**src/logic/tbit_gen.sv**
```systemverilog
// bit timing generator, one sampling strobe per configured period
`timescale 1ns/1ps

module tbit_gen (
	input  logic        clk_sys,
	input  logic        arst_n,
	input  logic [19:0] tbit_period,
	output logic        tbit_stb
);

	logic [19:0] period_q;
	logic [19:0] cnt;
	logic        restart;

	// new period seen, count from the top again
	assign restart = (tbit_period != period_q);

	always_ff @(posedge clk_sys or negedge arst_n) begin
		if (!arst_n) begin
			period_q <= 20'd0;
			cnt <= '1;
			tbit_stb <= 1'b0;
		end else begin
			period_q <= tbit_period;
			if (restart) begin
				cnt <= tbit_period - 20'd1;
				tbit_stb <= 1'b0;
			end else if (cnt == 20'd0) begin
				cnt <= tbit_period - 20'd1;
				tbit_stb <= 1'b1;
			end else begin
				cnt <= cnt - 20'd1;
				tbit_stb <= 1'b0;
			end
		end
	end

	// periods are at least 20 clocks
	a_stb_single: assert property (@(posedge clk_sys) disable iff (!arst_n)
		tbit_stb |=> !tbit_stb);

endmodule

```
**config.mk**
```make
export PLATFORM = sky130hd
export DESIGN_NAME = tbit_gen
export DESIGN_NICKNAME = d
export VERILOG_FILES = /design/src/logic/tbit_gen.sv
export SDC_FILE = /design/constraint.sdc
export NUM_CORES = 1
export LEC_CHECK = 0
export BUFFER_PORTS_ARGS = -buffer_cell sky130_fd_sc_hd__buf_2
export CAP_MARGIN = 5
export CORE_ASPECT_RATIO = 2
export CORE_MARGIN = 1
export CORE_UTILIZATION = 60
export DETAILED_ROUTE_END_ITERATION = 12
export PLACE_DENSITY = 0.84
export REMOVE_ABC_BUFFERS = 1
export SETUP_SLACK_MARGIN = 0.2
export SLEW_MARGIN = 20
export SYNTH_ARGS = -nofsm -noshare
export SYNTH_HDL_FRONTEND = slang
export SYNTH_SLANG_ARGS = --single-unit
```
**constraint.sdc**
```tcl
create_clock -name clk_sys -period 3.13 [get_ports clk_sys]
set_input_delay 0.626 -clock clk_sys [delete_from_list [all_inputs] [get_ports clk_sys]]
set_output_delay 0.626 -clock clk_sys [all_outputs]
set_load 0.01 [all_outputs]
```
; ---- Word-level counts from Yosys, hierarchy flattened
; Cells that the tools add are included.
[word_totals]
reg_bits = 41
[classes]
add_sub_neg = 2
eq_ne = 1
muxes = 4
reduce_logical = 1
[op_table]
columns = cell, n
row1 = $mux W20, 2
row2 = $sub A20 B1 Y20 const B, 2
row3 = $logic_not A20 Y1, 1
row4 = $ne A20 B20 Y1, 1
row5 = $mux W1, 2

; ---- Logic depth before layout (Yosys ltp)
[logic_depth]
word_depth = 3
depth_mapped = 7
ltp_nobuf = 7

; ---- Worst setup path before layout
; Ideal clock, no wire load.
[synth_path]
path_kind = input to register
start = in tbit_period[13]
end = reg cnt[19]
setup_time_ps = 88
t_arrival_ps = 1924
required_ps = 3042
slack_ps = 1118
cell_stages = 5
n_path_buf = 0
cell_sequence = or4_4 -> or3_4 -> nor4_4 -> xnor2_1 -> mux2i_1
[synth_via]
elab_chain_len = 3
elab_cells_between_ends = 4
[synth_rtl]
columns = item, line_no
row1 = from (decl), 7  ; input logic [19:0] tbit_period,
row2 = $sub A20 B1 Y20, "26, 29"
row3 = $mux W20, 28  ; end else if (cnt == 20'd0) begin
row4 = $mux W20 *, 25  ; if (restart) begin
row5 = to (signal assigned), 26  ; cnt <= tbit_period - 20'd1;
row6 = to (signal assigned), 29  ; cnt <= tbit_period - 20'd1;
row7 = to (signal assigned), 32  ; cnt <= cnt - 20'd1;
row8 = to (decl), 12  ; logic [19:0] cnt;
; Mark *: on every way between the ends. The rest lies on a longest branch, timed or not.

; ---- Worst setup path after layout
[layout_path]
start = reg cnt[11]
end = reg cnt[12]
[layout_via]
elab_chain_len = 3
elab_cells_between_ends = 4
[layout_rtl]
columns = item, line_no
row1 = $sub A20 B1 Y20 / $logic_not A20 Y1 (equally long branches), "32, 28"
row2 = $mux W20 *, 28
row3 = $mux W20 *, 25
; Marked as above.

==> impl_metrics.json <==
{
  "ys_seq_area_share_pct": 47.7,
  "drv_cap": 0,
  "firstDrtPassIters": 4,
  "ctsHtreeMaxLevel": 2,
  "synth.most_common_cell": "xor2_1",
  "final.setup.tns_ps": 0,
  "cts_buffer_depth": 2,
  "cp_max_fo": 20,
  "overflow": 0,
  "synthArstFlopShare_pct": 100,
  "synth_edf_count": 0,
  "r2r-start": "cnt[11]$_DFF_PN1_",
  "gp_congestion": 0.880,
  "maxSlewViolCount": 0,
  "fin_ws_ps": 902,
  "hold_path.class": "in -> async",
  "grt_max_degree": 42,
  "tightest_slew_ps": 862,
  "yosys_warnings": 0,
  "dp_hpwl_mm": 3.32,
  "fin_skew_ps": 7.39,
  "grt_pass1_vias": 1624,
  "peakVddDrop_mv": 0.455,
  "holdWs_ps": 435,
  "portBuffers": 22,
  "synth_seq_cells": 41,
  "p_leak_uw": 0.000879,
  "finalInstanceArea_sq_um": 2460,
  "status": "complete, no violations",
  "post-cts-setup-buffers": 0,
  "cts_made_buffers": 5,
  "crit_type": "reg -> reg",
  "synth_area_per_cell_sq_um": 11.6,
  "vias": 1522,
  "synth_area_leader_cell": "dfrtp_1",
  "die_x_um": 44.9,
  "r2r-end": "cnt[12]$_DFF_PN1_",
  "place_ws_ps": 681,
  "utilization_pct": 71.2,
  "cts_sinks": 41,
  "min_period_ps": 2230,
  "synth_area_leaders": "dfrtp_1, dfstp_2, xor2_1",
  "crit_arrival_ps": 2450,
  "fin_crit_sh_pct": 71.2,
  "hold_viol_final": 0,
  "rows": 30,
  "grtUsageTotal_pct": 26.0,
  "drt-vias-per-instance": 5.72,
  "core_sq_um": 3450,
  "ys_top_cells_by_count": "xor2_1, xnor2_1, dfrtp_1",
  "hold_buffers": 0,
  "p_per_area_nw_per_um2": 431,
  "pin_count": 23,
  "diodes": 0,
  "die_area_sq_um": 3940,
  "drtAntennaViolNets": 0,
  "rsz0062_at_grt": "no",
  "start_kind": "flop",
  "clk_pin_slew_ps": 80,
  "postSynthCellCount": 190,
  "die_h_um": 87.7,
  "cts_tree": "built",
  "area_growth_pct": 11.6,
  "slew_headroom_pct": 42.5,
  "cts_resized": 0,
  "netlist.area_leader.share_pct": 23.8,
  "wl_mm": 4.34,
  "synthDistinctLibCells": 27,
  "required_ps": 3350,
  "drc": 0,
  "nets": 242,
  "end_kind": "flop",
  "synthesis.area_sq_um": 2200,
  "r2r_slack_ps": 900,
  "clk_latency_ps": 300,
  "drive_above_1_share_pct": 26.1,
  "grt_pass1_wl_mm": 7.24,
  "drtIter0Drc": 28,
  "worstRegToRegCells": 6,
  "setup_viol": 0,
  "start_util_pct": 63.8,
  "post_drt_wl_per_cell_um": 16.3,
  "antenna_found_initial": 0,
  "dpl-instance-area_sq_um": 2370,
  "synth_flop_cell": "dfrtp_1",
  "fmax_ghz": 0.449,
  "fillers": 268,
  "cts.root.buffer_cell": "clkbuf_8"
}
==> placed cells by master, fill, tap and decap left out, drive strengths merged <==
| cell | Yosys | layout |
|---|---|---|
| dfstp | 20 | 20 |
| clkinvlp | 0 | 2 |
| dfrtp | 21 | 21 |
| ha | 3 | 3 |
| o31a | 1 | 1 |
| nor2 | 11 | 11 |
| mux2i | 20 | 20 |
| clkbuf | 0 | 6 |
| nand4b | 2 | 2 |
| nand2b | 1 | 1 |
| or4 | 2 | 2 |
| or3 | 4 | 4 |
| nor3b | 1 | 1 |
| nor3 | 13 | 13 |
| inv | 4 | 4 |
| nor2b | 1 | 1 |
| nor4 | 14 | 14 |
| xnor2 | 22 | 22 |
| buf | 3 | 23 |
| nand2 | 6 | 6 |
| nand3 | 4 | 4 |
| and2 | 1 | 1 |
| xor2 | 33 | 33 |
| nand3b | 1 | 1 |
| nand4 | 2 | 2 |
==> where the power goes <==
part,switching (uW),internal [uW]
sequential,24.2,571
clock,183,157
combinational,73.0,52.8
==> layout make-up <==
type	count	area, sq um	area share [%]
multi-input combinational	142	1130	45.9
sequential	41	1050	42.7
timing repair buffer	23	118	4.78
clock buffer	6	72.6	2.95
tap	48	60.1	2.44
clock inverter	2	15.0	0.610
inverter	4	15.0	0.610
==> worst max-delay path, stage by stage (launching register included) <==
cell and delay [ps]:
dfstp_2 380, nor4_1 510, nand2_1 210, nor4_1 480, nor3_2 90, buf_4 260, mux2i_1 210
==> through the flow <==
step	power, uW	instances
3_3_place_gp	725	258
4_1_cts	1070	266
5_1_grt	1110	266
6_report	1060	266
2_1_floorplan	666	187
3_5_place_dp	731	258
==> layer usage <==
metal | track usage, % | routed length, um
met3 | 3.92 | 147
met4 | 14.3 | 180
met5 | 0 | 0
met1 | 26.0 | 1560
met2 | 48.5 | 2450
==> worst max-delay path by stage <==
stage,end,from,slack (ps)
floorplan,cnt[0]$_DFF_PN1_,tbit_period[10],-430
global placement,cnt[14]$_DFF_PN1_,tbit_period[0],730
detailed placement,cnt[14]$_DFF_PN1_,tbit_period[0],680
CTS,cnt[12]$_DFF_PN1_,cnt[11]$_DFF_PN1_,910
global route,cnt[14]$_DFF_PN1_,tbit_period[0],720
finish,cnt[12]$_DFF_PN1_,cnt[11]$_DFF_PN1_,900
==> sequential cells by signal, summed over array words and instances, names as in the netlist <==
signal	count
cnt	20
period_q	20
tbit_stb	1
==> logic make-up after synthesis <==
group           Yosys count  synth area share (%)
xor+xnor                 55                  21.9
fa+ha+maj                 3                  1.70
simple gates             63                  17.9
flops                    41                  47.7
mux                      20                  9.08
compound gates            1                 0.397
buf+inv                   7                  1.36
Note: power is estimated with default switching activity, not from simulation.
