==> config.mk <==
export PLATFORM = sky130hd
export DESIGN_NAME = pkt_assembler
export DESIGN_NICKNAME = d
export VERILOG_FILES = /design/src/logic/acq_pkg.sv /design/src/logic/pkt_assembler.sv
export SDC_FILE = /design/constraint.sdc
export NUM_CORES = 1
export LEC_CHECK = 0
export ABC_AREA = 1
export BUFFER_PORTS_ARGS = -buffer_cell sky130_fd_sc_hd__buf_2
export CAP_MARGIN = 10
export CORE_UTILIZATION = 25
export DETAILED_ROUTE_END_ITERATION = 10
export PLACE_DENSITY = 0.43
export SLEW_MARGIN = 20
export SYNTH_ARGS = -nofsm -noshare
export SYNTH_HDL_FRONTEND = slang
export SYNTH_SLANG_ARGS = --single-unit
export TNS_END_PERCENT = 100
==> constraint.sdc <==
create_clock -name clk_sys -period 2.3 [get_ports clk_sys]
set_input_delay 0.23 -clock clk_sys [delete_from_list [all_inputs] [get_ports clk_sys]]
set_output_delay 0.23 -clock clk_sys [all_outputs]
set_load 0.005 [all_outputs]
==> src/logic/acq_pkg.sv <==
// acquisition subsystem shared constants, density modes and state encodings
package acq_pkg;

	// ------------------------------------------------------------------------
	// frame layout
	// ------------------------------------------------------------------------
	localparam logic [15:0] len_head = 16'd12;
	localparam logic [15:0] len_tail = 16'd48;
	localparam logic [15:0] len_crc = 16'd2;

	// first header word of every frame
	localparam logic [15:0] sync_word = 16'heb90;

	// crc-16 ccitt, msb first
	localparam logic [15:0] crc_poly = 16'h1021;
	localparam logic [15:0] crc_init = 16'hffff;

	// packet memory holds 2**buf_depth_log2 words
	localparam int buf_depth_log2 = 8;

	// ------------------------------------------------------------------------
	// encodings
	// ------------------------------------------------------------------------
	// device density, value 2 is never produced
	typedef enum logic [1:0] {
		mode_low  = 2'd0,
		mode_mid  = 2'd1,
		mode_high = 2'd3
	} mode_t;

	typedef enum logic [2:0] {
		asm_idle,
		asm_head,
		asm_load,
		asm_tail,
		asm_crc_hi,
		asm_crc_lo
	} asm_state_t;

	typedef enum logic [1:0] {
		dr_idle,
		dr_fetch,
		dr_emit
	} drain_state_t;

endpackage
==> src/logic/pkt_assembler.sv <==
// frame builder writing header, sampled payload, tail and crc into the packet memory
`timescale 1ns/1ps

module pkt_assembler (
	input  logic                                 clk_sys,
	input  logic                                 arst_n,
	input  logic                                 run,
	input  logic [15:0]                          len_pkg,
	input  acq_pkg::mode_t                       mode,
	input  logic [15:0]                          tbit_frq,
	input  logic [7:0]                           cfg_num_dev,
	input  logic                                 tbit_stb,
	input  logic [15:0]                          sample_data,
	input  logic                                 wr_gnt,
	output logic                                 wr_req,
	output logic [acq_pkg::buf_depth_log2-1:0]   wr_addr,
	output logic [15:0]                          wr_data,
	output logic [15:0]                          wr_count
);

	acq_pkg::asm_state_t state;
	acq_pkg::mode_t      mode_q;
	logic [15:0]         len_q;
	logic [15:0]         frq_q;
	logic [7:0]          ndev_q;
	logic [15:0]         seq_num;
	logic [15:0]         idx;
	logic [15:0]         crc;
	logic [15:0]         sample_q;
	logic                pend;
	logic [15:0]         load_end;
	logic [15:0]         tail_end;
	logic [15:0]         head_word;

	function automatic logic [15:0] crc16_step(input logic [15:0] crc_in, input logic [15:0] data);
		logic [15:0] c;
		logic        fb;
		c = crc_in;
		for (int i = 15; i >= 0; i--) begin
			fb = c[15] ^ data[i];
			c = {c[14:0], 1'b0};
			if (fb) begin
				c = c ^ acq_pkg::crc_poly;
			end
		end
		return c;
	endfunction

	// last frame index of payload and of tail
	assign load_end = len_q - acq_pkg::len_tail - acq_pkg::len_crc - 16'd1;
	assign tail_end = len_q - acq_pkg::len_crc - 16'd1;
	assign wr_addr = wr_count[acq_pkg::buf_depth_log2-1:0];

	always_comb begin
		case (idx)
			16'd0:   head_word = acq_pkg::sync_word;
			16'd1:   head_word = len_q;
			16'd2:   head_word = {ndev_q, 6'd0, mode_q};
			16'd3:   head_word = frq_q;
			16'd4:   head_word = seq_num;
			default: head_word = 16'h0000;
		endcase
	end

	always_comb begin
		wr_req = 1'b0;
		wr_data = 16'h0000;
		case (state)
			acq_pkg::asm_head: begin
				wr_req = 1'b1;
				wr_data = head_word;
			end
			acq_pkg::asm_load: begin
				wr_req = pend;
				wr_data = sample_q;
			end
			acq_pkg::asm_tail: wr_req = 1'b1;
			acq_pkg::asm_crc_hi: begin
				wr_req = 1'b1;
				wr_data = crc;
			end
			acq_pkg::asm_crc_lo: begin
				wr_req = 1'b1;
				wr_data = ~crc;
			end
			default: ;
		endcase
	end

	// sample captured on the strobe, held until its write is granted
	always_ff @(posedge clk_sys) begin
		if (state == acq_pkg::asm_load && tbit_stb) begin
			sample_q <= sample_data;
		end
	end

	// ------------------------------------------------------------------------
	// frame FSM
	// ------------------------------------------------------------------------
	always_ff @(posedge clk_sys or negedge arst_n) begin
		if (!arst_n) begin
			state <= acq_pkg::asm_idle;
			mode_q <= acq_pkg::mode_low;
			len_q <= 16'd0;
			frq_q <= 16'd0;
			ndev_q <= 8'd0;
			seq_num <= 16'd0;
			idx <= 16'd0;
			crc <= acq_pkg::crc_init;
			pend <= 1'b0;
			wr_count <= 16'd0;
		end else begin
			if (state == acq_pkg::asm_load && tbit_stb) begin
				pend <= 1'b1;
			end else if (state == acq_pkg::asm_load && wr_gnt) begin
				pend <= 1'b0;
			end

			if (wr_gnt) begin
				wr_count <= wr_count + 16'd1;
				idx <= idx + 16'd1;
				if (state inside {acq_pkg::asm_head, acq_pkg::asm_load, acq_pkg::asm_tail}) begin
					crc <= crc16_step(crc, wr_data);
				end
			end

			case (state)
				acq_pkg::asm_idle: begin
					if (run) begin
						len_q <= len_pkg;
						mode_q <= mode;
						frq_q <= tbit_frq;
						ndev_q <= cfg_num_dev;
						idx <= 16'd0;
						crc <= acq_pkg::crc_init;
						pend <= 1'b0;
						state <= acq_pkg::asm_head;
					end
				end
				acq_pkg::asm_head: begin
					if (wr_gnt && idx == acq_pkg::len_head - 16'd1) begin
						state <= acq_pkg::asm_load;
					end
				end
				acq_pkg::asm_load: begin
					if (wr_gnt && idx == load_end) begin
						state <= acq_pkg::asm_tail;
					end
				end
				acq_pkg::asm_tail: begin
					if (wr_gnt && idx == tail_end) begin
						state <= acq_pkg::asm_crc_hi;
					end
				end
				acq_pkg::asm_crc_hi: begin
					if (wr_gnt) begin
						state <= acq_pkg::asm_crc_lo;
					end
				end
				acq_pkg::asm_crc_lo: begin
					if (wr_gnt) begin
						seq_num <= seq_num + 16'd1;
						state <= acq_pkg::asm_idle;
					end
				end
				default: state <= acq_pkg::asm_idle;
			endcase
		end
	end

endmodule

[Word level (Yosys, flattened, before mapping)]
Cells that the tools add are included.
Storage, ports and cells
  memory bits (read-only): 0
  input bits: 63
  output and inout bits: 41
  latch bits: 0
  word-level logic and storage cells: 149
  RAM bits: 0
  memories: 0
  register bits after elaboration: 126
Operators by class
  multipliers: 0
  magnitude comparators: 0
  mux-type cells: 67
  eq/ne operators: 18
  reduce and logical (&&, ||, !) cells: 12
  div/mod/pow operators: 0
  shift-type cells: 0
  bitwise gates (word level): 33
  add/subtract/negate cells: 8
Operator list (number)
  16-bit 2-to-1 mux: 37
  13-bit 2-to-1 mux: 16
  16-bit case mux with 5 select lines: 1
  16-bit case mux with 4 select lines: 1
  16-bit by 1-bit adder with 16-bit output (second input constant): 3
  3-bit NOT: 16
  16-bit == test: 2
  16-bit by 2-bit == test with 1-bit output (second input constant): 2
  16-bit by 1-bit subtractor with 16-bit output (second input constant): 2
  16-bit by 2-bit subtractor with 16-bit output (second input constant): 2
  3-bit 2-to-1 mux: 6
  3-bit case mux with 6 select lines: 1
  16-bit by 1-bit == test with 1-bit output (second input constant): 1
  16-bit by 3-bit == test with 1-bit output (second input constant): 1
  16-bit by 4-bit == test with 1-bit output (second input constant): 1
  16-bit zero test: 1
  16-bit NOT: 1
  16-bit by 6-bit subtractor with 16-bit output (second input constant): 1
  1-bit bitwise XOR: 16
  3-bit by 2-bit == test with 1-bit output (second input constant): 2
  3-bit == test (second input constant): 2
  2-bit by 1-bit inequality test with 1-bit output (second input constant): 3
  2-bit inequality test (second input constant): 3
  6-bit AND reduction: 1
  8 further kinds: 16

[Longest topological paths before layout]
  depth in word-level cells: 69
  mapped depth: 22
  depth with buffers taken out: 22

[Worst setup path after synthesis]
Ideal clock, no wire load.
  path type: reg2reg
  start point: reg state[2]
  end point: reg sample_q[0] (enable)
  period minus slack after synthesis: 2.265 ns
  path slack: 0.035 ns
  path buffers: 2
  required time: 1.910 ns
  arrival: 1.875 ns
  stages on the path, launching flop included: 8
  cell sequence: dfrtp_1 inv_2 nand2_1 nor2_1 buf_6 buf_6 inv_1 nor2_1
Between the ends
  cells in the longest elaborated chain, start to end: 2
Ends and longest elaborated chain
  from (decl): RTL line pkt_assembler.sv:21  | acq_pkg::asm_state_t state;
  from (signal assigned): RTL line pkt_assembler.sv:102  | state <= acq_pkg::asm_idle;
  from (signal assigned): RTL line pkt_assembler.sv:137  | state <= acq_pkg::asm_head;
  from (signal assigned): RTL line pkt_assembler.sv:142  | state <= acq_pkg::asm_load;
  3-bit by 2-bit == test with 1-bit output: RTL line pkt_assembler.sv:92  | if (state == acq_pkg::asm_load && tbit_stb) begin
  1-bit logical AND: RTL line pkt_assembler.sv:92
  to (signal assigned): RTL line pkt_assembler.sv:93  | sample_q <= sample_data;
  to (decl): RTL line pkt_assembler.sv:29  | logic [15:0] sample_q;
Every way passes these cells.
A chain may end at the register's enable or synchronous reset.

[Worst setup path after layout]
  start point: reg idx[1]
  end point: out wr_data[2]
Between the ends
  cells in the longest elaborated chain, start to end: 3
  elaborated cells between the ends (all ways): 7
  classes of those cells: 4 x eq/ne; 2 x mux; 1 x reduce/logical
Ends and longest elaborated chain
  from (decl): RTL line pkt_assembler.sv:27  | logic [15:0] idx;
  from (signal assigned): RTL line pkt_assembler.sv:121  | idx <= idx + 16'd1;
  16-bit by 3-bit == test with 1-bit output (tied with other cells): RTL line pkt_assembler.sv:55  | case (idx)
  16-bit case mux with 5 select lines *: RTL line pkt_assembler.sv:55
  16-bit case mux with 4 select lines *: RTL line pkt_assembler.sv:68  | case (state)
  to (decl): RTL line pkt_assembler.sv:17  | output logic [15:0] wr_data,
Mark *: on every way between the ends. The rest lies on a longest branch, timed or not.

==> impl_results.md <==
* CP top delay family: simple AND/OR/NAND/NOR gates
* Worst-path cell chain: inv_4 > ha_4 > nand3_4 > nor2_4 > nand2_8 > inv_4 > buf_6 > buf_6 > nand2_2 > o211ai_1 > nand2_2 > nand2_2 > buf_6 > buf_6
* Post-layout worst setup margin at -0.274 ns
* Relative slew slack at 62.6%
* Largest net degree at the start of global routing at 60
* Crit Path Max Fanout at 6
* Worst-Skew Late Latency at roughly 0.44 ns
* Most used cell, CP: buf_6
* Synth area leader: dfrtp_1
* RePlAce Congestion at 0.860
* Fin crit share at 112%
* Commonest cells after routing, fill and taps aside: 242 x nand2_1, 135 x buf_4, 92 x dfrtp_1, 92 x buf_2, 85 x inv_1
* Gr ovfl total at 0
* Chip Height at 179 µm
* Critical path data arrival time at about 2.3 ns
* CTS buffer count at 17
* Starting Density at approximately 26%
* Unrepaired setup endpoints after global routing: yes
* Number of distinct library cells after synthesis at 42
* Pwr/cell area at 1640 mW/mm²
* Setup TNS Final at -6.12 ns
* Main synth FF type: dfrtp_1
* WP depth at 14
* Reg2reg end: crc[12]$_DFF_PN1_
* Top cell type's share of synthesized area at 30.0%
* CP Buf/Inv Count at 6
* Initial antenna violation count at 0
* Setup violations, final at 32
* CTS Root Cell: clkbuf_16
* Post-synth EDFFs at 16
* Router iterations before antenna repair at 7
* Gate Count Post-Synth at 1028
* Most common cell after layout, fill and taps aside: nand2_1
* Syn_area_per_cell at 7.64 µm²
* Max Fclk at 388 MHz
* Die footprint at around 0.032 mm²
* IO buf count at 103
* H-tree depth at 4
* Area grow syn2layout at 55.9%
* Status: finished with violations
* Area of the mapped netlist at 0.00785 mm²
* Post-DP HPWL at 19500 µm
* Fin cells at 1741
* Syn nets at 1098
* Vias/cell at 4.47
* CTS tree: yes
* Die X at 179 µm
* R2R setup slack at -0.26 ns
* Synth area leaders: dfrtp_1 30%, nand2_1 16%, nand3_1 6.2%, edfxtp_1 6.1%, dfstp_2 5.4%
* Cell total after placement at approximately 1600
* Filler cells at 3182
* Final count of hold timing violations at 0
* Clk sink count at 126
* # rows at 64
* Critical Path Sink: wr_data[2]
* Slew Limit Fails at 0
* CP max stage delay at 0.47 ns
* Final hold slack at around 0.015 ns
* Async S/R FF share, synth at 87.3%
* Yosys reg bits at between 100 and 150
* Yosys warns at 0
* Number of remaining DRC errors at 8
* Max-cap violations at 0
* Worst-Margin Slew at 0.556 ns
* Wirelength per Cell at around 15 µm
* Clock Pin Slew Worst Setup and Hold Paths at 0.06 ns
* Final Skew at 0.00963 ns
* Tot GR Track Use at between 15 and 20%
* Seq/Total Area, Yosys at 41.4%
* DR vias at 7779
* Final Cell Area at 0.0122 mm²
* N_diodes at 0
* Layout cells sized above 1 at 43.1%
* Crit. End Element: output port
* Final min period at 2.57 ns
* Worst Path Required at 2.07 ns
* Vias in the first global route at 7700
* CP Launch Type: flop
* Reg2Reg Depth at 21
* Worst Setup SP: idx[1]$_DFF_PN0_
* Top-Level Pins at 104
* Antenna-violating nets left at 0
* Final wirelength at 26800 µm
* Worst r2r src: idx[1]$_DFF_PN0_
* Hold crit path type: primary input to flop
* Layout Nets at 1402
* Failing checks: DRC, setup timing
* Leak Pwr at around 6.0 nW
* Max VDD drop at 0.000696 V
* Total power at 20.1 mW
* Clock buffer depth at 2
* First DRT Iteration DRCs at 329
* Area after DPL at a little under 0.01 mm²
* First-pass GRT wire length at about 42000 µm
* CP Class: flop to output port
* CP max stage cell: dfrtp_2
* Core area at 0.0307 mm²
[metrics by stage]
step           worst slack [ns]  utilization (%)
2_1_floorplan            0.0351                -
3_3_place_gp             -0.435             31.9
3_5_place_dp             -0.470             31.9
4_1_cts                  -0.244             38.2
5_1_grt                  -0.409             39.8
6_report                 -0.274             39.8
[flip-flops by register name (all words and copies together) (netlist names)]
signal / cells
crc: 16
frq_q: 16
idx: 16
len_q: 16
sample_q: 16
seq_num: 16
wr_count: 16
ndev_q: 8
state: 3
mode_q: 2
pend: 1
[cell families (layout without fill, tap and decap cells)]
| family | Yosys count | count (layout) | synth area share (%) |
|---|---|---|---|
| DFF | 126 | 126 | 41.4 |
| buffers and inverters | 142 | 459 | 7.71 |
| and+or+nand+nor | 578 | 578 | 32.6 |
| adders and majority gates | 7 | 7 | 1.12 |
| AOI/OAI and AO/OA | 106 | 106 | 9.42 |
| xor gates and xnor gates | 69 | 69 | 7.70 |
[layout make-up]
cell class	instances	area [µm²]	area share, %
Timing Repair Buffer	318	2520	20.6
Clock inverter	15	148	1.21
Sequential cell	126	3260	26.6
Clock buffer	17	425	3.48
Inverter	109	437	3.57
Tap cell	396	495	4.05
Multi-Input combinational cell	760	4960	40.5
[routing by layer]
layer	vias up	track usage (%)	share of wire [%]
li1	3914	-	-
met1	3687	23.7	48
met2	140	27.0	46
met3	38	2.71	3.1
met4	0	6.16	2.4
met5	-	0	0
[report_power, final]
group	total [mW]	internal, mW	switching (mW)
sequential	3.95	3.10	0.845
combinational	13.5	6.04	7.43
clock	2.70	1.52	1.18
total	20.1	10.7	9.46
[worst min-delay path by stage]
stage / start / to / cells after the start
after floorplan: arst_n / frq_q[0]$_DFFE_PN0P_ / 0
after global placement: arst_n / frq_q[3]$_DFFE_PN0P_ / 1
after detailed placement: arst_n / frq_q[3]$_DFFE_PN0P_ / 1
after global routing: len_pkg[0] / len_q[0]$_DFFE_PN0P_ / 3
after CTS: tbit_frq[13] / frq_q[13]$_DFFE_PN0P_ / 3
final: len_pkg[0] / len_q[0]$_DFFE_PN0P_ / 3
[what timing repair did]
action / CTS / global route
endpoints found under the hold margin: 66 / 0
gates cloned: 0 / 0
pin swaps: 65 / 69
gates resized for setup: 186 / 111
endpoints found under the setup margin: 35 / 43
buffers inserted: 26 / 11
hold buffers: 47 / 0
[synth_stat cells, types with 11 or more instances]
cell	n
nand3_1	98
a21oi_1	18
edfxtp_1	16
inv_2	17
inv_1	89
o21ai_0	45
a221oi_2	14
nor2_1	71
nand2_1	330
xor2_1	44
xnor2_1	25
nand4_1	11
dfrtp_1	94
dfstp_2	16
nand2_2	28
clkbuf_1	17
nor3_1	11
[tightest hold or removal path, cell delays in order]
cell and delay, ns:
buf_2 0.08, nand2_1 0.05, nand2_1 0.06
No activity file was read; power rests on OpenSTA's default activity.
