**src/logic/acq_pkg.sv**
```systemverilog
// acquisition subsystem shared constants, density modes and state encodings
package acq_pkg;

	// ------------------------------------------------------------------------
	// frame layout
	// ------------------------------------------------------------------------
	localparam logic [15:0] len_head = 16'd12;
	localparam logic [15:0] len_tail = 16'd48;
	localparam logic [15:0] len_crc = 16'd2;

	// first header word of every frame
	localparam logic [15:0] sync_word = 16'heb90;

	// crc-16 ccitt, msb first
	localparam logic [15:0] crc_poly = 16'h1021;
	localparam logic [15:0] crc_init = 16'hffff;

	// packet memory holds 2**buf_depth_log2 words
	localparam int buf_depth_log2 = 8;

	// ------------------------------------------------------------------------
	// encodings
	// ------------------------------------------------------------------------
	// device density, value 2 is never produced
	typedef enum logic [1:0] {
		mode_low  = 2'd0,
		mode_mid  = 2'd1,
		mode_high = 2'd3
	} mode_t;

	typedef enum logic [2:0] {
		asm_idle,
		asm_head,
		asm_load,
		asm_tail,
		asm_crc_hi,
		asm_crc_lo
	} asm_state_t;

	typedef enum logic [1:0] {
		dr_idle,
		dr_fetch,
		dr_emit
	} drain_state_t;

endpackage
```
**src/logic/pkt_drainer.sv**
```systemverilog
// frame reader streaming buffered words out with start and end of frame markers
`timescale 1ns/1ps

module pkt_drainer (
	input  logic                                 clk_sys,
	input  logic                                 arst_n,
	input  logic [15:0]                          wr_count,
	input  logic                                 rd_gnt,
	input  logic [15:0]                          rd_data,
	output logic                                 rd_req,
	output logic [acq_pkg::buf_depth_log2-1:0]   rd_addr,
	output logic [15:0]                          out_word,
	output logic                                 out_valid,
	output logic                                 out_sop,
	output logic                                 out_eop
);

	acq_pkg::drain_state_t state;
	logic [15:0]           rd_cnt;
	logic [15:0]           pos;
	logic [15:0]           frame_len;
	logic                  more;
	logic                  last;

	// words written but not yet read, counters wrap together
	assign more = (rd_cnt != wr_count);
	assign rd_req = (state == acq_pkg::dr_fetch);
	assign rd_addr = rd_cnt[acq_pkg::buf_depth_log2-1:0];

	assign out_valid = (state == acq_pkg::dr_emit);
	assign out_word = rd_data;
	assign last = (pos > 16'd1) && (pos == frame_len - 16'd1);
	assign out_sop = out_valid && (pos == 16'd0);
	assign out_eop = out_valid && last;

	always_ff @(posedge clk_sys or negedge arst_n) begin
		if (!arst_n) begin
			state <= acq_pkg::dr_idle;
			rd_cnt <= 16'd0;
			pos <= 16'd0;
			frame_len <= 16'd0;
		end else begin
			case (state)
				acq_pkg::dr_idle: begin
					if (more) begin
						state <= acq_pkg::dr_fetch;
					end
				end
				acq_pkg::dr_fetch: begin
					if (rd_gnt) begin
						rd_cnt <= rd_cnt + 16'd1;
						state <= acq_pkg::dr_emit;
					end
				end
				acq_pkg::dr_emit: begin
					// header word 1 carries the frame length
					if (pos == 16'd1) begin
						frame_len <= rd_data;
					end
					pos <= last ? 16'd0 : pos + 16'd1;
					state <= more ? acq_pkg::dr_fetch : acq_pkg::dr_idle;
				end
				default: state <= acq_pkg::dr_idle;
			endcase
		end
	end

endmodule

```
**config.mk**
```make
export PLATFORM = sky130hd
export DESIGN_NAME = pkt_drainer
export DESIGN_NICKNAME = d
export VERILOG_FILES = /design/src/logic/acq_pkg.sv /design/src/logic/pkt_drainer.sv
export SDC_FILE = /design/constraint.sdc
export NUM_CORES = 1
export LEC_CHECK = 0
export ABC_AREA = 0
export BUFFER_PORTS_ARGS = -buffer_cell sky130_fd_sc_hd__buf_2
export CORE_MARGIN = 4
export CORE_UTILIZATION = 55
export DETAILED_ROUTE_END_ITERATION = 7
export PLACE_DENSITY_LB_ADDON = 0.15
export SETUP_SLACK_MARGIN = 0.02
export SYNTH_ARGS = -nofsm -noshare
export SYNTH_HDL_FRONTEND = slang
export SYNTH_SLANG_ARGS = --single-unit
```
**constraint.sdc**
```tcl
create_clock -name clk_sys -period 4.68 [get_ports clk_sys]
set_input_delay 0.702 -clock clk_sys [delete_from_list [all_inputs] [get_ports clk_sys]]
set_output_delay 0.702 -clock clk_sys [all_outputs]
set_load 0.05 [all_outputs]
```
Word-level counts from Yosys, hierarchy flattened
Cells that the tools add are included.

Equality and inequality tests: 7. Div/mod/pow operators: 0. Add/sub/neg operators: 3. Reductions and logical operators: 8. $mul: 0. Shift-type cells: 0. Magnitude comparators: 1. Bitwise operators: 0. Multiplexer cells: 5.

Operator list (number): $add A16 B1 Y16 const B (2); $eq A16 B1 Y1 const B (1); $eq A16 B16 Y1 (1); $gt A16 B1 Y1 const B (1); $logic_not A16 Y1 (1); $mux W16 (1); $ne A16 B16 Y1 (1); $sub A16 B1 Y16 const B (1); $pmux W2 S3 (1); $reduce_and A2 Y1 (3); $mux W2 (2); $ne A2 B2 Y1 const B (2); $logic_and A1 B1 Y1 (3); $eq A2 B1 Y1 const B (1); $eq A2 B2 Y1 const B (1); $logic_not A2 Y1 (1); $mux W1 (1).

Memory bits (read-only): 0. Memories: 0. Word-level logic and storage cells: 28. Register bits after elaboration: 50. Bits in writable memories: 0. Bits in latches: 0. Input port bits: 35.

Depth between registers and ports, before layout
Gate-level depths: netlist of run 1.

Depth after elaboration: 4. Depth in mapped cells: 11.

Least setup slack after synthesis of run 1
OpenSTA, ideal clock, no wires.

Path type: reg2out. From: register frame_len[0]. To: output out_eop. Slack: 1.140 ns. Required time: 3.978 ns. Cell stages (with the launch flop): 11. Arrival time: 2.838 ns. Buffers on the path: 2. Path through: dfrtp_1 -> inv_1 -> ha_1 -> or4b_4 -> buf_6 -> o31a_1 -> or4_1 -> nand3_1 -> nand4_2 -> nor4_4 -> buf_6.

Cells in the longest elaborated chain, start to end: 4.

Ends and longest elaborated chain: from (decl) (line pkt_drainer.sv:21) `logic [15:0] frame_len;`; from (signal assigned) (line pkt_drainer.sv:58) `frame_len <= rd_data;`; $sub A16 B1 Y16 (line pkt_drainer.sv:32) `assign last = (pos > 16'd1) && (pos == frame_len - 16'd1);`; $eq A16 B16 Y1 (line pkt_drainer.sv:32); $logic_and A1 B1 Y1 (line pkt_drainer.sv:32); $logic_and A1 B1 Y1 (line pkt_drainer.sv:34) `assign out_eop = out_valid && last;`; to (decl) (line pkt_drainer.sv:15) `output logic out_eop`.

Every way passes these cells.

Worst setup path in the final report of run 1
Same ends and word-level chain as after synthesis.

==> impl_metrics.json, run 1 <==
{
  "worst_pin_slew_ns": 0.7704,
  "end_kind": "output port",
  "clkSinkCount": 50,
  "drt_iter0_drc": 98,
  "grt_usage_pct": 18.94,
  "start_util_pct": 57.27,
  "core_area_um2": 5540,
  "ys_top_cells_by_area": "dfrtp_1 (39%), xnor2_1 (11%), xor2_1 (6.3%), mux2_2 (6.0%), buf_4 (5.7%)",
  "antenna_cells": 0,
  "synth_edf_count": 0,
  "rsz0062_at_grt": "no",
  "critPathMaxStageDelay_ns": 0.58,
  "comb_power_share_pct": 42.3,
  "final-max-slew-violation-count": 0,
  "grt_pass1_vias": 2263,
  "cts_setup_buffers": 0,
  "multi_input_area_um2": 1654,
  "port_buffers": 62,
  "synth_flop_cell": "dfrtp_1",
  "syn_area_um2": 3173,
  "pre_cts_slack_ns": 0.9087,
  "fillCellCount": 490,
  "internal_power_uw": 979.2,
  "rows": 27,
  "dpl.hpwl_mm": 4.766,
  "slew_headroom_pct": 48.17,
  "holdWs_ns": 0.4580,
  "leakage_uw": 0.001585,
  "switching_share_pct": 42.95,
  "cts.clk_slew.worst_paths_ns": 0.09,
  "grt_pass1_wl_mm": 10.87,
  "antenna_found_initial": 0,
  "setup_slack_ns": 0.5672,
  "peakVddDrop_v": 0.0003965,
  "cts-hold-fix-buffers": 0,
  "pin_count": 63,
  "grt_max_degree": 51,
  "r2r_slack_ns": 1.66,
  "critPathKind": "register to output port",
  "cts_resized": 0,
  "place.gp.congestion": 0.8753,
  "path_cells": "inv_1 > ha_1 > or4b_4 > o31a_1 > or4_1 > nand3_1 > nand4_2 > nor4_4 > buf_4 > buf_2",
  "yosysWarnings": 0,
  "cts_buffers": 5,
  "start_kind": "register",
  "nNetsFinal": 399,
  "switching_power_uw": 737.1,
  "die_area_um2": 7048,
  "dr.pass1.iters": 4,
  "worstHoldPathCells": 1,
  "postRouteAntennaNets": 0,
  "crit_fanout": 16,
  "cp_data_arrival_time_ns": 3.41,
  "yosysUniqueCellTypes": 45,
  "holdPathEnd": "state[0]",
  "clk_latency_ns": 0.31,
  "drt-total-wl_mm": 6.287,
  "grt_overflow": 0,
  "finalHoldViolations": 0,
  "power_per_cell_area_nw_per_um2": 499.2,
  "r2r-start": "frame_len[0]",
  "hold_class": "register to register",
  "cts_tree": "built",
  "h-tree-depth": 2,
  "synthArstFlopShare_pct": 100.0,
  "max-cap-violations": 0,
  "p_seq_share_pct": 42.4,
  "reg2reg_depth": 10,
  "yosys.area.top_type": "dfrtp_1",
  "wl_per_cell_um": 14.55,
  "fin_crit_sh_pct": 87.88,
  "slowest_stage": "or4b_4",
  "rr_endpoint": "pos[1]",
  "post_synth.cell_area_avg_um2": 9.854,
  "clock-root-buffer": "clkbuf_8",
  "period_minus_slack_ns": 4.113,
  "remaining_drc_errors": 0,
  "final_layout_size_suffix_gt1_share_pct": 26.11,
  "ys_seq_area_share_pct": 39.43,
  "final-setup-viol-count": 0,
  "synthCells": 322,
  "area_growth_pct": 8.360,
  "die_w_um": 83.96,
  "dr_total_vias": 2343,
  "fin_skew_ns": 0.007353,
  "synth_fp_nets": 362,
  "fin_util_pct": 62.06,
  "power_frac_clock_pct": 15.4,
  "status": "finished, final reports clean",
  "clock_path_buffers": 2,
  "viasPerCell": 5.424,
  "tns_ns": 0,
  "fmax_ghz": 0.2431,
  "cp.required_ns": 3.98,
  "synth_top_cell_area_share_pct": 39.43,
  "synth_seq_cells": 50,
  "die_h_um": 83.96,
  "hp-start": "state[0]",
  "regArea_um2": 1251,
  "cp-startpoint": "frame_len[0]"
}
==> cells by family (layout without fill, tap and decap cells) <==
family / count (synthesis) / after routing / share of synthesized area [%]
AND/OR/NAND/NOR: 121 / 121 / 20.98
XOR/XNOR: 64 / 64 / 17.67
flip-flops: 50 / 50 / 39.43
buffers and inverters: 41 / 79 / 8.438
AO/OA/AOI/OAI: 22 / 22 / 4.851
multiplexers: 19 / 19 / 6.664
adder cells (fa/ha/maj): 5 / 5 / 1.972
==> Yosys cell counts (2+ instances only) <==
| master | n |
|---|---|
| a21oi_1 | 4 |
| a31oi_1 | 3 |
| and2_1 | 2 |
| and3_1 | 10 |
| and4_1 | 2 |
| buf_4 | 24 |
| buf_6 | 3 |
| clkbuf_1 | 6 |
| dfrtp_1 | 50 |
| ha_1 | 5 |
| inv_1 | 7 |
| mux2_2 | 17 |
| mux2i_1 | 2 |
| nand2_1 | 18 |
| nand2b_1 | 2 |
| nand3_1 | 9 |
| nand4_1 | 13 |
| nand4bb_1 | 2 |
| nor2_1 | 32 |
| nor2b_1 | 3 |
| nor3_1 | 5 |
| nor4_1 | 10 |
| o211ai_1 | 2 |
| o21ai_0 | 4 |
| o31a_1 | 2 |
| or2_2 | 3 |
| or3_1 | 2 |
| xnor2_1 | 41 |
| xor2_1 | 23 |
==> cell type report <==
class	instances	area share, %
Timing Repair Buffer	64	9.461
Tap cell	72	2.620
Clock inverter	1	0.1456
Clock buffer	7	2.511
Inverter	7	0.7642
Multi-Input combinational cell	231	48.11
Sequential cell	50	36.39
==> worst max-delay path by stage <==
stage,slack [ns],end,depth (start not counted)
CTS,0.55,out_eop,10
global route,0.30,out_eop,8
floorplan,1.14,out_eop,10
detailed placement,0.91,out_eop,10
global placement,0.95,out_eop,10
finish,0.57,out_eop,10
==> critical path: cells and delay by family, from the launching register on <==
kind / cells / cell delay, ns
and+or+nand+nor: 5 / 1.51
buffers and inverters: 3 / 0.62
DFF: 1 / 0.43
AOI/OAI and AO/OA: 1 / 0.28
adders and majority gates: 1 / 0.26
==> routing by layer <==
layer / track usage, % / wire, um / vias to the layer above
met5: 0 / 0 / -
met4: 5.263 / 78 / 0
met3: 3.356 / 300 / 8
met2: 29.28 / 2880 / 48
met1: 27.31 / 3028 / 1113
li1: - / - / 1174
==> sequential cells by signal (all words and copies together) (netlist names) <==
| signal | cells |
|---|---|
| pos | 16 |
| state | 2 |
| frame_len | 16 |
| rd_cnt | 16 |
==> metrics by stage <==
step           cell area, um^2  std cells  power (uW)
2_1_floorplan             3173        322        1342
3_3_place_gp              3347        424        1446
3_5_place_dp              3347        424        1458
4_1_cts                   3438        432        1725
5_1_grt                   3438        432        1847
6_report                  3438        432        1716
==> layout by cell type, fill, tap and decap left out, drive strengths merged, types with 4 or more instances in the layout <==
cell	Yosys	layout
nand4	14	14
a21oi	4	4
xor2	23	23
o21ai	4	4
dfrtp	50	50
nor3	5	5
inv	7	7
nand3	9	9
xnor2	41	41
nor2	32	32
ha	5	5
nand2	18	18
clkbuf	6	7
mux2	17	17
nor4	11	11
buf	28	64
and3	10	10
==> power groups by stage <==
stage	combinational [uW]	sequential, uW	clock [uW]
2_1_floorplan	664	678	0
3_3_place_gp	717	728	0
3_5_place_dp	725	734	0
4_1_cts	730	726	269
5_1_grt	805	757	286
6_report	725	727	264
(Power assumes the default switching activity.)
==> run 2: changes to the inputs <==
--- a/config.mk
+++ b/config.mk
@@ -7,8 +7,10 @@
 export LEC_CHECK = 0
 export ABC_AREA = 0
 export BUFFER_PORTS_ARGS = -buffer_cell sky130_fd_sc_hd__buf_2
+export CELL_PAD_IN_SITES_DETAIL_PLACEMENT = 2
+export CELL_PAD_IN_SITES_GLOBAL_PLACEMENT = 2
 export CORE_MARGIN = 4
-export CORE_UTILIZATION = 55
+export CORE_UTILIZATION = 34
 export DETAILED_ROUTE_END_ITERATION = 7
 export PLACE_DENSITY_LB_ADDON = 0.15
 export SETUP_SLACK_MARGIN = 0.02
==> run 2 against run 1 <==
Against the previous run: count of clock-buffer cells in the layout is the same; cell count grew 8.3%; clock skew grew 0.0020 ns; register-to-register slack lost 0.18 ns; power grew 3.9%; wire length grew 29%; non-clock buffer count is the same; combinational power grew 3.6%; utilization shrank 23 points; highest routed layer unchanged.
==> impl_metrics.json, run 2 (synthesis gave the netlist of run 1 again) <==
{
  "status": "finished, final reports clean",
  "grt_usage_pct": 15.40,
  "comb_power_share_pct": 42.1,
  "r2r-start": "frame_len[0]",
  "final_layout_size_suffix_gt1_share_pct": 26.39,
  "grt_overflow": 0,
  "grt_pass1_vias": 2776,
  "cp_top_family": "simple AND/OR/NAND/NOR gates",
  "fin_util_pct": 39.33,
  "fin_skew_ns": 0.009383,
  "clk_latency_ns": 0.31,
  "postRouteAntennaNets": 0,
  "finalHoldViolations": 0,
  "cts-hold-fix-buffers": 0,
  "slew_headroom_pct": 50.17,
  "grt_max_degree": 51,
  "clkSinkCount": 50,
  "wl_per_cell_um": 17.37,
  "slowest_stage": "or4b_4",
  "setup_slack_ns": 0.6292,
  "post_dp_cell_area_um2": 3392,
  "port_buffers": 62,
  "area_growth_pct": 10.21,
  "fmax_ghz": 0.2469,
  "dpl.hpwl_mm": 6.271,
  "switching_share_pct": 44.17,
  "h-tree-depth": 2,
  "peakVddDrop_v": 0.0002089,
  "grt_pass1_wl_mm": 13.63,
  "critPathMaxStageDelay_ns": 0.59,
  "drt-total-wl_mm": 8.128,
  "rr_endpoint": "pos[1]",
  "period_minus_slack_ns": 4.051,
  "antenna_cells": 0,
  "cts.clk_slew.worst_paths_ns": 0.10,
  "worst_pin_slew_ns": 0.7406,
  "dr.pass1.iters": 4,
  "final_common_cell": "buf_2",
  "drt_iter0_drc": 92,
  "pin_count": 63,
  "critPathKind": "register to output port",
  "switching_power_uw": 787.8,
  "end_kind": "output port",
  "power_frac_clock_pct": 16.2,
  "crit_fanout": 10,
  "fin_crit_sh_pct": 86.56,
  "leakage_uw": 0.001591,
  "final-setup-viol-count": 0,
  "cts_tree": "built",
  "path_cells": "inv_1 > ha_1 > or4b_4 > o31a_1 > or4_1 > nand3_1 > nand4_2 > nor4_4 > buf_2",
  "nNetsFinal": 399,
  "power_per_cell_area_nw_per_um2": 510.1,
  "internal_power_uw": 996.0,
  "final-max-slew-violation-count": 0,
  "use_met1_pct": 17.46,
  "path_buf_inv": 2,
  "dr_total_vias": 2444,
  "rows": 34,
  "cts_setup_buffers": 0,
  "die_w_um": 104.6,
  "r2r_slack_ns": 1.48,
  "die_h_um": 104.6,
  "cp.required_ns": 3.98,
  "cts_resized": 0,
  "pre_cts_slack_ns": 0.9303,
  "cts_buffers": 5,
  "max-cap-violations": 0,
  "viasPerCell": 5.222,
  "hold_class": "primary input to asynchronous set/reset pin",
  "p_seq_share_pct": 41.7,
  "total_power_uw": 1784,
  "reg2reg_depth": 10,
  "tns_ns": 0,
  "clock_path_buffers": 2,
  "use_met3_pct": 2.959,
  "globalRouteMet2Util_pct": 29.70,
  "layout_common_cells": "buf_2 (62), dfrtp_1 (50), xnor2_1 (41), nor2_1 (32), xor2_1 (23)",
  "remaining_drc_errors": 0,
  "fin_area_um2": 3497,
  "clock-root-buffer": "clkbuf_8",
  "grt.busiest_layer": "met2",
  "start_util_pct": 35.69,
  "start_kind": "register",
  "die_area_um2": 10940,
  "antenna_found_initial": 0,
  "rsz0062_at_grt": "no",
  "core_area_um2": 8891,
  "top_regs": "frame_len x16, pos x16, rd_cnt x16",
  "place.gp.congestion": 0.8143,
  "cp_data_arrival_time_ns": 3.35
}
==> run 2: how the worst max path moves through the flow <==
stage | start | end | slack (ns) | cells past startpoint
after floorplan | frame_len[0] | out_eop | 1.14 | 10
after global placement | frame_len[0] | out_eop | 1.05 | 9
after detailed placement | frame_len[0] | out_eop | 0.93 | 9
after CTS | frame_len[0] | out_eop | 0.57 | 9
after global routing | frame_len[7] | out_eop | 0.34 | 7
final | frame_len[0] | out_eop | 0.63 | 9
==> run 2: per-stage QoR <==
step           cells  hold slack (ns)
2_1_floorplan    322           0.4064
3_3_place_gp     460           0.4421
3_5_place_dp     460           0.4628
4_1_cts          468           0.4778
5_1_grt          468           0.5046
6_report         468           0.4755
==> run 2: cell type report <==
cell class                      count  area, um^2
Fill cell                        1006        5394
Clock inverter                      1       8.758
Tap cell                          108       135.1
Inverter                            7       26.28
Multi-Input combinational cell    231        1654
Timing Repair Buffer               64       325.3
Sequential cell                    50        1251
Clock buffer                        7       96.34
==> run 2: layer usage <==
| layer | up-vias | part of all wire (%) | wire length (um) |
|---|---|---|---|
| met5 | - | 0 | 0 |
| met4 | 0 | 1.2 | 100 |
| met3 | 7 | 3.1 | 250 |
| met1 | 1231 | 44 | 3544 |
| li1 | 1164 | - | - |
| met2 | 42 | 52 | 4232 |
==> run 2: power groups by stage <==
stage	clock network, uW	registers [uW]	logic, uW
6_report	289	744	751
5_1_grt	320	774	828
4_1_cts	305	748	763
3_5_place_dp	0	755	757
3_3_place_gp	0	745	737
2_1_floorplan	0	678	664
